<file path="config.mk">
export PLATFORM = sky130hd
export DESIGN_NAME = result_merge
export DESIGN_NICKNAME = d
export VERILOG_FILES = /design/src/hdl/secp256k1_pkg.sv /design/src/hdl/result_merge.sv
export VERILOG_INCLUDE_DIRS = /design/src /design/src/include
export SDC_FILE = /design/constraint.sdc
export NUM_CORES = 1
export LEC_CHECK = 0
export ABC_AREA = 1
export BUFFER_PORTS_ARGS = -buffer_cell sky130_fd_sc_hd__clkbuf_2
export CAP_MARGIN = 10
export CORE_AREA = 2 2 308 310
export DETAILED_ROUTE_END_ITERATION = 7
export DIE_AREA = 0 0 310 312
export MAX_ROUTING_LAYER = met4
export PLACE_DENSITY = 0.36
export REMOVE_ABC_BUFFERS = 1
export SLEW_MARGIN = 20
export SYNTH_ARGS = -nofsm -noshare
export SYNTH_HDL_FRONTEND = slang
export SYNTH_SLANG_ARGS = --single-unit
</file>
<file path="constraint.sdc">
create_clock -name i_clk -period 18.7 [get_ports i_clk]
set_clock_uncertainty 0.2 [all_clocks]
set_input_delay 3.74 -clock i_clk [delete_from_list [all_inputs] [get_ports i_clk]]
set_output_delay 3.74 -clock i_clk [all_outputs]
set_load 0.01 [all_outputs]
</file>
<file path="src/include/modmul_macros.svh">
// modmul sizing macros: operand, product and tag widths, pipeline depths
`ifndef MODMUL_MACROS_SVH
`define MODMUL_MACROS_SVH

// operand and residue width
`define MODMUL_W 256

// full product width, twice the operand
`define MODMUL_PROD_W 512

// caller tag carried alongside each request
`define MODMUL_CTL_W 8

// karatsuba split levels, one register each
// level 1 = halves, level 2 = quarters
`define MODMUL_KO_LEVEL 2

// reducer depth, same for the fold and the barrett path
// equal depth keeps results in issue order
`define MODMUL_RED_LAT 3

// top-level latency with no back-pressure is
// KO_LEVEL + RED_LAT + 1 output register

`endif
</file>
<file path="src/hdl/secp256k1_pkg.sv">
// secp256k1 modmul types: operand vectors, stream structs, moduli and barrett constant
`include "modmul_macros.svh"

package secp256k1_pkg;

  // plain vectors with a meaning
  typedef logic [`MODMUL_W-1:0]      word_t;  // operand or residue
  typedef logic [`MODMUL_PROD_W-1:0] prod_t;  // full product
  typedef logic [`MODMUL_CTL_W-1:0]  tag_t;   // caller tag

  // which reducer gets the product
  typedef enum logic {
    MOD_P = 1'b0,  // field prime
    MOD_N = 1'b1   // group order
  } mod_sel_e;

  // request into the multiplier
  typedef struct packed {
    word_t    a;
    word_t    b;
    mod_sel_e sel;
    tag_t     tag;
    logic     err;  // passed through untouched
  } mul_req_t;

  // multiplier output
  typedef struct packed {
    prod_t    prod;
    mod_sel_e sel;
    tag_t     tag;
    logic     err;
  } prod_req_t;

  // reducer output and top-level result
  typedef struct packed {
    word_t res;
    tag_t  tag;
    logic  err;
  } mod_res_t;

  // p = 2^256 - 2^32 - 977
  localparam word_t P_MOD =
    256'hFFFFFFFF_FFFFFFFF_FFFFFFFF_FFFFFFFF_FFFFFFFF_FFFFFFFF_FFFFFFFE_FFFFFC2F;

  // curve group order
  localparam word_t N_MOD =
    256'hFFFFFFFF_FFFFFFFF_FFFFFFFF_FFFFFFFE_BAAEDCE6_AF48A03B_BFD25E8C_D0364141;

  // floor(2^512 / n), 257 bits
  localparam logic [`MODMUL_W:0] MU_N =
    257'h1_00000000_00000000_00000000_00000001_45512319_50B75FC4_402DA173_2FC9BEC0;

endpackage

</file>
<file path="src/hdl/result_merge.sv">
// merges both reducer streams into one output register, drives the advance enable
`timescale 1ns/1ps

module result_merge (
  input  logic                    i_clk,
  input  logic                    i_rst,
  input  secp256k1_pkg::mod_res_t i_p_res,
  input  logic                    i_p_val,
  input  secp256k1_pkg::mod_res_t i_n_res,
  input  logic                    i_n_val,
  input  logic                    i_rdy,
  output logic                    o_en,    // whole pipe moves on this
  output secp256k1_pkg::mod_res_t o_res,
  output logic                    o_val
);

  secp256k1_pkg::word_t res_q;
  secp256k1_pkg::tag_t  tag_q;
  logic                 err_q;

  // advance when the output slot is free or being drained
  assign o_en = !o_val || i_rdy;

  always_ff @(posedge i_clk) begin
    if (i_rst) begin
      o_val <= 1'b0;
      err_q <= 1'b0;
    end else if (o_en) begin
      o_val <= i_p_val || i_n_val;
      err_q <= i_p_val ? i_p_res.err : i_n_res.err;
    end
  end

  // payload, no reset
  always_ff @(posedge i_clk) begin
    if (o_en) begin
      res_q <= i_p_val ? i_p_res.res : i_n_res.res;
      tag_q <= i_p_val ? i_p_res.tag : i_n_res.tag;
    end
  end

  assign o_res = '{res: res_q, tag: tag_q, err: err_q};

  // steering sends each product to one reducer, equal depth keeps them apart
  a_no_collide: assert property (@(posedge i_clk) disable iff (i_rst)
    !(i_p_val && i_n_val));

  // held under back-pressure
  a_hold: assert property (@(posedge i_clk) disable iff (i_rst)
    o_val && !i_rdy |=> o_val && $stable(o_res));

endmodule

</file>
==> metrics.txt, run 1 <==
outcome=completed; Die ar.=0.0967 sq mm; worst slew pin tran=0.969 ns; Post-synth EDFFs=264; DIE WIDTH=310 um; num rows=112; pre-CTS WS=10.37 ns; Mapped Area=0.0115 sq mm; Starting Density=12.4%; commonest cells in the netlist=796 x nand2_1, 264 x edfxtp_1, 28 x buf_6, 18 x buf_4, 11 x buf_2; leakage power=0.00912 uW; CP arrival=4.37 ns; max layer used=met4; PD cells=94.9 mW/mm^2; Fillers=10,600; Main synth FF type=edfxtp_1; Area Overhead vs Synth=54.9%; startpoint types=input pin; crit end category=output port; Layout Cells excl Fill=3,201; post-synthesis instance total=1,133; Clk Latency, worst-skew pair=0.53 ns; CP top delay family=buffers and inverters; post-DP HPWL=40,200 um; mean post-synth cell area=10.2 sq um; crit path time final=8.31 ns; Post-CTS Resized=0; Synth top area share=68.8%; first-pass GRT wire length=70,400 um; Final Max Slew Viols=0; most common cell in the netlist=nand2_1; crit-path most repeated cell=clkbuf_2; TritonCTS clock tree=yes; core area=0.0930 sq mm; Max stage delay on crit path=0.26 ns; Final Hold Viols=0; fin nets=2,456; DRC=0; Post-DP Area=0.0167 sq mm; Final GP Congestion=0.857; synth warn=0; CTS sink count=266; FF+latch count, synth=266; DRT Pass-1 Iters=5; Async S/R FF share, synth=0%; total congestion overflow=0; initial antenna violation count=5; CP Class=in2out; Final setup viols=0; layout cell share with drive strength beyond 1=44.2%; top cells by area, synth=edfxtp_1 69%, nand2_1 26%, buf_6 2.7%; Critical Path RT=14.76 ns; post-synth cell types=13; crit-path cells=clkbuf_2 -> inv_1 -> nand2_4 -> clkbuf_2; highest-delay cell along the critical path=nand2_4; Max-cap violations=0; IO Pins=802; final wirelength=51,000 um; period utilization=44.4%; Post-CTS Setup Inserts=0; Via density=3.31; setup TNS=0 ns; clock slew at reported path FFs=0.05 ns; CTS H-Tree Depth=2; area leader, netlist=edfxtp_1; initial DRC count=512; Detail Route Antenna Nets=0; DR vias=10,600; WL met3=3560 um; Hold Path Class=reg2reg; met2 wire length=25,800 um; Total GRT Usage=10.3%; met1 wire length=20,500 um; Setup WS post-layout=10.39 ns; Max Freq=0.120 GHz; placed cells=3,137; vias in the first global route=10,700; Crit Path Max Fanout=24; Hold Buf Count CTS=0; sequential fraction of the synthesis area=69.1%; Bufs and invs on worst path=3; RSZ-0062 raised after global routing=no; Die H=312 um; Max-slew headroom=35.4%; port bufs=801; CTS Root Cell=clkbuf_16; DR WL/cell=15.9 um; VDD IR max=0.0429 mV; post-route cell area=0.0179 sq mm; largest net degree at the start of global routing=131; Longest Clk Path Bufs=3; Num CTS Buffers=36
## cell usage in the layout, fill, tap and decap left out
| cell | synthesis | routed |
|---|---|---|
| clkinv_1 | 0 | 8 |
| nor2_1 | 4 | 4 |
| clkbuf_8 | 0 | 1 |
| nand3_1 | 1 | 1 |
| inv_1 | 4 | 4 |
| dfxtp_1 | 2 | 2 |
| buf_4 | 18 | 9 |
| clkinv_2 | 0 | 5 |
| clkbuf_2 | 0 | 800 |
| clkbuf_1 | 2 | 7 |
| inv_8 | 0 | 1 |
| bufinv_16 | 0 | 6 |
| clkbuf_16 | 0 | 37 |
| diode_2 | 0 | 1 |
| edfxtp_1 | 264 | 264 |
| nand2_1 | 796 | 795 |
| nand2_4 | 0 | 1 |
| a21oi_1 | 1 | 1 |
## sequential cells by signal (all words and copies together) (netlist names)
signal and flops:
err_q 1, res_q 256, o_val 1, tag_q 8
## per-layer routing
| layer | track usage [%] | vias up |
|---|---|---|
| li1 | - | 5218 |
| met1 | 11.9 | 4892 |
| met2 | 17.7 | 441 |
| met3 | 2.24 | 53 |
| met4 | 2.96 | 0 |
| met5 | - | - |
## where the power goes
| part | total [uW] | leakage (uW) | switching [uW] | internal, uW |
|---|---|---|---|---|
| clock network | 714 | 0.000581 | 272 | 442 |
| logic | 237 | 0.00576 | 142 | 95.0 |
| registers | 744 | 0.00278 | 20.7 | 723 |
| total | 1700 | 0.00912 | 435 | 1260 |
## path summary, 6_finish.rpt
| check | from | end | slack (ns) | depth (start not counted) |
|---|---|---|---|---|
| min reg2reg | err_q | err_q | 0.39 | 4 |
| max | i_rdy | o_en | 10.39 | 4 |
| max reg2reg | o_val | res_q[13] | 15.81 | 3 |
| min | err_q | err_q | 0.39 | 4 |
## area by class of cell
cell class | instances | area (sq um) | area share [%]
Antenna cell | 1 | 2.50 | 0.0140
Clock buffer | 44 | 952 | 5.33
Clock inverter | 19 | 235 | 1.32
Inverter | 5 | 26.3 | 0.147
Multi-Input combinational cell | 802 | 3020 | 16.9
Sequential cell | 266 | 7970 | 44.6
Tap cell | 1254 | 1570 | 8.79
Timing Repair Buffer | 810 | 4090 | 22.9
## worst register-to-register path: cells and delay by family (launching register included)
kind / cells / cell delay [ns]
and+or+nand+nor: 1 / 0.29
DFF: 1 / 0.36
buffers and inverters: 2 / 1.57
## kinds of logic (layout without fill, tap and decap cells)
logic type      Yosys count  count (layout)  synth area share (%)
other cells               0               1                     0
compound gates            1               1                0.0434
buf+inv                  65             878                  4.76
flops                   266             266                  69.1
simple gates            801             801                  26.1
## stage by stage
stage	hold WS [ns]	power, uW	util (%)
6_report	0.391	1700	19.2
5_1_grt	0.456	1780	19.2
4_1_cts	0.424	1740	19.2
3_5_place_dp	0.415	999	17.9
3_3_place_gp	0.444	1000	17.9
2_1_floorplan	0.356	842	-
Power figures use the tool's default switching activity.
==> run 2, diff against run 1 <==
Settings changed: CORE_AREA 2 2 308 310 to 2 2 312 314, DIE_AREA 0 0 310 312 to 0 0 314 316.
Clock period 18.7 ns to 7.9 ns, I/O delays scaled along.
==> run 2 against run 1 <==
Compared with the run above: die area up 2.6%; via count fell by 1.7%; count of clock-buffer cells in the layout grew 9; sequential power up 140%; non-clock buffer count fell by 3; critical path depth stayed put.
==> metrics.txt, run 2 (synthesized netlist as in run 1, its figures left out) <==
DR vias=10,400; crit path time final=3.86 ns; max FFs per register=256; DRC=0; outcome=completed; DR WL/cell=16.2 um; Max Freq=0.259 GHz; vias in the first global route=10,500; Hold Startpoint=err_q; PD cells=219 mW/mm^2; RSZ-0062 raised after global routing=no; met1 wire length=20,100 um; leakage power=0.00908 uW; Worst R2R End=res_q[244]; worst slew pin tran=1.09 ns; Hold Buf Count CTS=0; Area Overhead vs Synth=54.5%; Layout Cells excl Fill=3,219; num rows=114; final wirelength=52,100 um; max layer used=met4; clock slew at reported path FFs=0.05 ns; Max-cap violations=0; port bufs=801; placed cells=3,156; startpoint types=input pin; DRT Pass-1 Iters=5; Post-CTS Setup Inserts=0; layout cell share with drive strength beyond 1=44.0%; largest net degree at the start of global routing=137; Post-CTS Resized=0; Via density=3.24; Hold Slack=0.377 ns; commonest cells after routing, fill and taps aside=800 x clkbuf_2, 795 x nand2_1, 264 x edfxtp_1, 37 x clkbuf_16, 14 x clkbuf_1; Reg2Reg Launch Point=o_val; core area=0.0960 sq mm; Total GRT Usage=10.2%; Final setup viols=0; total congestion overflow=0; Detail Route Antenna Nets=0; CP Class=in2out; Die H=316 um; CTS Root Cell=clkbuf_16; CP arrival=2.08 ns; first-pass GRT wire length=71,400 um; Crit Path Max Fanout=9; VDD IR max=0.117 mV; Fillers=10,800; Final GP Congestion=0.809; TritonCTS clock tree=yes; fin nets=2,453; largest registers=res_q: 256 flops, tag_q: 8 flops; IO Pins=802; DIE WIDTH=314 um; post-DP HPWL=39,800 um; initial antenna violation count=1; Num CTS Buffers=36; hold endpoint=err_q; Worst Hold Depth=4; Clk Latency, worst-skew pair=0.55 ns; Hold Path Class=reg2reg; Longest Clk Path Bufs=3; Critical Path RT=6.12 ns; Final Hold Viols=0; met2 wire length=26,500 um; Reg2Reg Depth=2; Max-slew headroom=27.2%; crit end category=output port; R2R setup slack=5.90 ns; Starting Density=12.0%; Biggest register=res_q; most common cell after layout, fill and taps aside=clkbuf_2; Die ar.=0.0992 sq mm; CTS sink count=266; CTS H-Tree Depth=2; period utilization=48.9%; Final Max Slew Viols=0; WL met3=4230 um; initial DRC count=601
-- run 2: cell types whose count changed in the layout (fill, tap and decap cells not counted), sizes merged --
| cell | before | now |
|---|---|---|
| clkbuf | 845 | 853 |
| clkinv | 13 | 7 |
| buf | 9 | 7 |
| bufinv | 6 | 2 |
-- run 2: where the power goes --
group / internal [uW] / switching (uW) / total, uW / leakage [uW]
combinational: 226 / 337 / 563 / 0.00576
sequential: 1710 / 41.5 / 1750 / 0.00278
clock: 942 / 649 / 1590 / 0.000535
total: 2880 / 1030 / 3910 / 0.00908
-- run 2: area by class of cell --
cell class | instances | area [sq um] | area share, %
inverter | 5 | 26.3 | 0.148
timing repair buffer | 807 | 4100 | 23.0
sequential | 266 | 7970 | 44.7
tap | 1276 | 1600 | 8.96
clock buffer | 53 | 1010 | 5.65
clock inverter | 9 | 91.3 | 0.513
antenna | 1 | 2.50 | 0.0140
multi-input combinational | 802 | 3020 | 17.0
-- run 2: worst max-delay path by stage --
stage,startpoint,to,slack [ns]
2_1_floorplan,i_rdy,o_en,-1.16
3_3_place_gp,i_p_val,res_q[230],3.85
3_5_place_dp,i_p_val,res_q[126],3.82
4_1_cts,i_rdy,o_en,4.02
5_1_grt,i_rdy,o_en,4.01
6_report,i_rdy,o_en,4.04
-- run 2: routing by layer --
metal / track usage, % / vias to the layer above
met5: - / -
met4: 3.37 / 0
met3: 3.52 / 68
met2: 17.4 / 467
met1: 11.2 / 4681
li1: - / 5213
-- run 2: critical path, cell delays in order --
cell	delay, ns
clkbuf_2	0.08
inv_1	0.10
nand2_4	0.15
clkbuf_2	0.17
-- run 2: through the flow --
stage          worst slack, ns  area [sq um]  power, uW  utilization, %  setup TNS, ns
5_1_grt                   4.01         17800       4110            18.6              0
3_5_place_dp              3.82         16700       2360            17.4              0
6_report                  4.04         17800       3910            18.6              0
2_1_floorplan            -1.16         11000       1990               -         -89.12
3_3_place_gp              3.85         16700       2370            17.4              0
4_1_cts                   4.02         17800       4010            18.6              0
==> run 3, diff against run 2 <==
Settings changed: ABC_AREA 1 to 0, CORE_AREA 2 2 312 314 to 2 2 314 316, DIE_AREA 0 0 314 316 to 0 0 316 318, PLACE_DENSITY 0.36 to 0.37.
Clock period 7.9 ns to 3.15 ns, I/O delays scaled along.
==> run 3 against run 2 <==
Compared with the run above: synthesized area is 6.3% higher; largest power group unchanged; register-to-register slack worse by 4.4 ns; largest cell class unchanged; global-route usage is 1.6 points lower; non-clock buffer count is 37 higher.
==> metrics.txt, run 3 <==
Starting Density=12.6%; Post-synth EDFFs=264; layout cell share with drive strength beyond 1=80.2%; Max-slew headroom=49.2%; Switch Pwr=2380 uW; Clk Latency, worst-skew pair=0.54 ns; power share of the combinational group=16.0%; Multi-input gate area=0.00392 sq mm; CTS Root Cell=clkbuf_16; Die ar.=0.100 sq mm; switch share=24.0%; post-synth cell types=14; Area Overhead vs Synth=55.5%; initial DRC count=347; Max-cap violations=0; post-DP HPWL=37,000 um; final wirelength=45,100 um; synth warn=0; PD cells=520 mW/mm^2; Fillers=10,600; DRC=0; Num CTS Buffers=37; R2R setup slack=1.46 ns; Mapped Area=0.0123 sq mm; startpoint types=flop; outcome=completed; clock slew at reported path FFs=0.05 ns; Crit Path Max Fanout=6; most common cell in the netlist=edfxtp_1; worst slew pin tran=0.762 ns; met2 wire length=24,100 um; initial antenna violation count=2; DRT Pass-1 Iters=4; DIE WIDTH=316 um; Final setup viols=0; commonest cells after routing, fill and taps aside=800 x clkbuf_2, 264 x edfxtp_1, 239 x mux2_4, 37 x clkbuf_16, 35 x buf_4; Pint=7520 uW; DR vias=8,410; largest net degree at the start of global routing=63; max layer used=met4; hold endpoint=err_q; Hold Slack=0.0714 ns; vias in the first global route=9,366; Final GP Congestion=0.834; Longest Clk Path Bufs=3; Synth top area share=64.7%; Post-CTS Setup Inserts=0; crit end category=output port; IO Pins=802; Via density=3.08; CTS H-Tree Depth=2; Final Max Slew Viols=0; num rows=115; Die H=318 um; Hold Buf Count CTS=0; area leader, netlist=edfxtp_1; fin nets=1,954; first-pass GRT wire length=60,900 um; Post-Route Utilization=19.6%; Hold Startpoint=i_rst; CTS sink count=266; period utilization=68.7%; total congestion overflow=0; sequential fraction of the synthesis area=65.0%; Hold Path Class=in2reg; most common cell after layout, fill and taps aside=clkbuf_2; Final Hold Viols=0; Clock power frac=39.8%; top cells by area, synth=edfxtp_1 65%, mux2_4 29%, mux2_2 2.3%; post-synthesis instance total=567; Async S/R FF share, synth=0%; TritonCTS clock tree=yes; leakage power=0.00893 uW; Biggest register=res_q; Worst Hold Depth=2; Detail Route Antenna Nets=0; core area=0.0974 sq mm; port bufs=801; Worst R2R End=res_q[166]; max FFs per register=256; Total GRT Usage=8.68%; met1 wire length=14,600 um; FF+latch count, synth=266; largest registers=res_q: 256 flops, tag_q: 8 flops; Reg2Reg Launch Point=o_val; commonest cells in the netlist=264 x edfxtp_1, 239 x mux2_4, 25 x mux2_2, 16 x buf_6, 12 x buf_8; CP arrival=1.33 ns; Main synth FF type=edfxtp_1; Critical Path RT=2.32 ns; CP Class=reg2out; VDD IR max=0.292 mV; Post-CTS Resized=0; mean post-synth cell area=21.6 sq um; FF/Latch Area=0.00797 sq mm; Max Freq=0.462 GHz; sequential share of power=44.3%; RSZ-0062 raised after global routing=no; WL met3=4930 um; DR WL/cell=16.5 um; Reg2Reg Depth=3; crit path time final=2.16 ns
[run 3: cell count changes in the layout (fill, tap and decap cells not counted), sizes merged, moves of 3 or more]
cell | previous run | this run
nand2 | 796 | 0
mux2 | 0 | 264
buf | 7 | 44
clkbuf | 853 | 844
clkinv | 7 | 15
inv | 5 | 0
nor2 | 4 | 1
[run 3: critical path, cell delays in order (launching register included)]
cell and delay (ns):
dfxtp_1 0.34, nand2b_4 0.16, clkbuf_2 0.29
[run 3: how the worst max path moves through the flow]
stage,from,end,slack [ns],cells past startpoint
detailed placement,i_p_val,res_q[8],0.76,3
global placement,i_p_val,res_q[7],0.79,3
finish,o_val,o_en,0.99,2
global route,o_val,o_en,0.80,2
CTS,o_val,o_en,0.84,2
floorplan,i_rdy,err_q,-4.79,2
[run 3: final cells by class]
type,instances,share of cell area (%)
clock inverters,18,0.854
repair buffers,844,23.3
well taps,1287,8.45
multi-input cells,270,20.6
clock buffers,44,5.00
diodes,2,0.0263
flip-flops and latches,266,41.8
[run 3: stage by stage]
step | power, uW | instances | setup TNS, ns | worst slack [ns] | area [sq um]
6_report | 9900 | 2731 | 0 | 0.986 | 19100
5_1_grt | 10400 | 2730 | 0 | 0.797 | 19100
4_1_cts | 10200 | 2729 | 0 | 0.838 | 19100
3_5_place_dp | 6080 | 2667 | 0 | 0.758 | 17900
3_3_place_gp | 6070 | 2667 | 0 | 0.791 | 17900
2_1_floorplan | 5140 | 536 | -1275.97 | -4.79 | 11900
[run 3: kinds of logic (layout without fill, tap and decap cells)]
group                  Yosys count  after routing  share of synthesized area, %
AOI/OAI and AO/OA                2              2                         0.102
buffers and inverters           31            906                          3.08
DFF                            266            266                          65.0
muxes                          265            265                          31.7
other                            0              2                             0
and+or+nand+nor                  3              3                         0.143
[run 3: metal layers]
layer	global-route usage [%]	up-vias
li1	-	3947
met1	7.63	3939
met2	16.0	456
met3	3.87	68
met4	3.44	0
met5	-	-
[run 3: power by group through the flow]
| stage | registers [uW] | clock network (uW) | logic, uW |
|---|---|---|---|
| after floorplan | 4670 | 0 | 475 |
| after global placement | 4460 | 0 | 1610 |
| after detailed placement | 4460 | 0 | 1620 |
| after CTS | 4390 | 4140 | 1630 |
| after global routing | 4410 | 4260 | 1710 |
| final | 4380 | 3940 | 1580 |
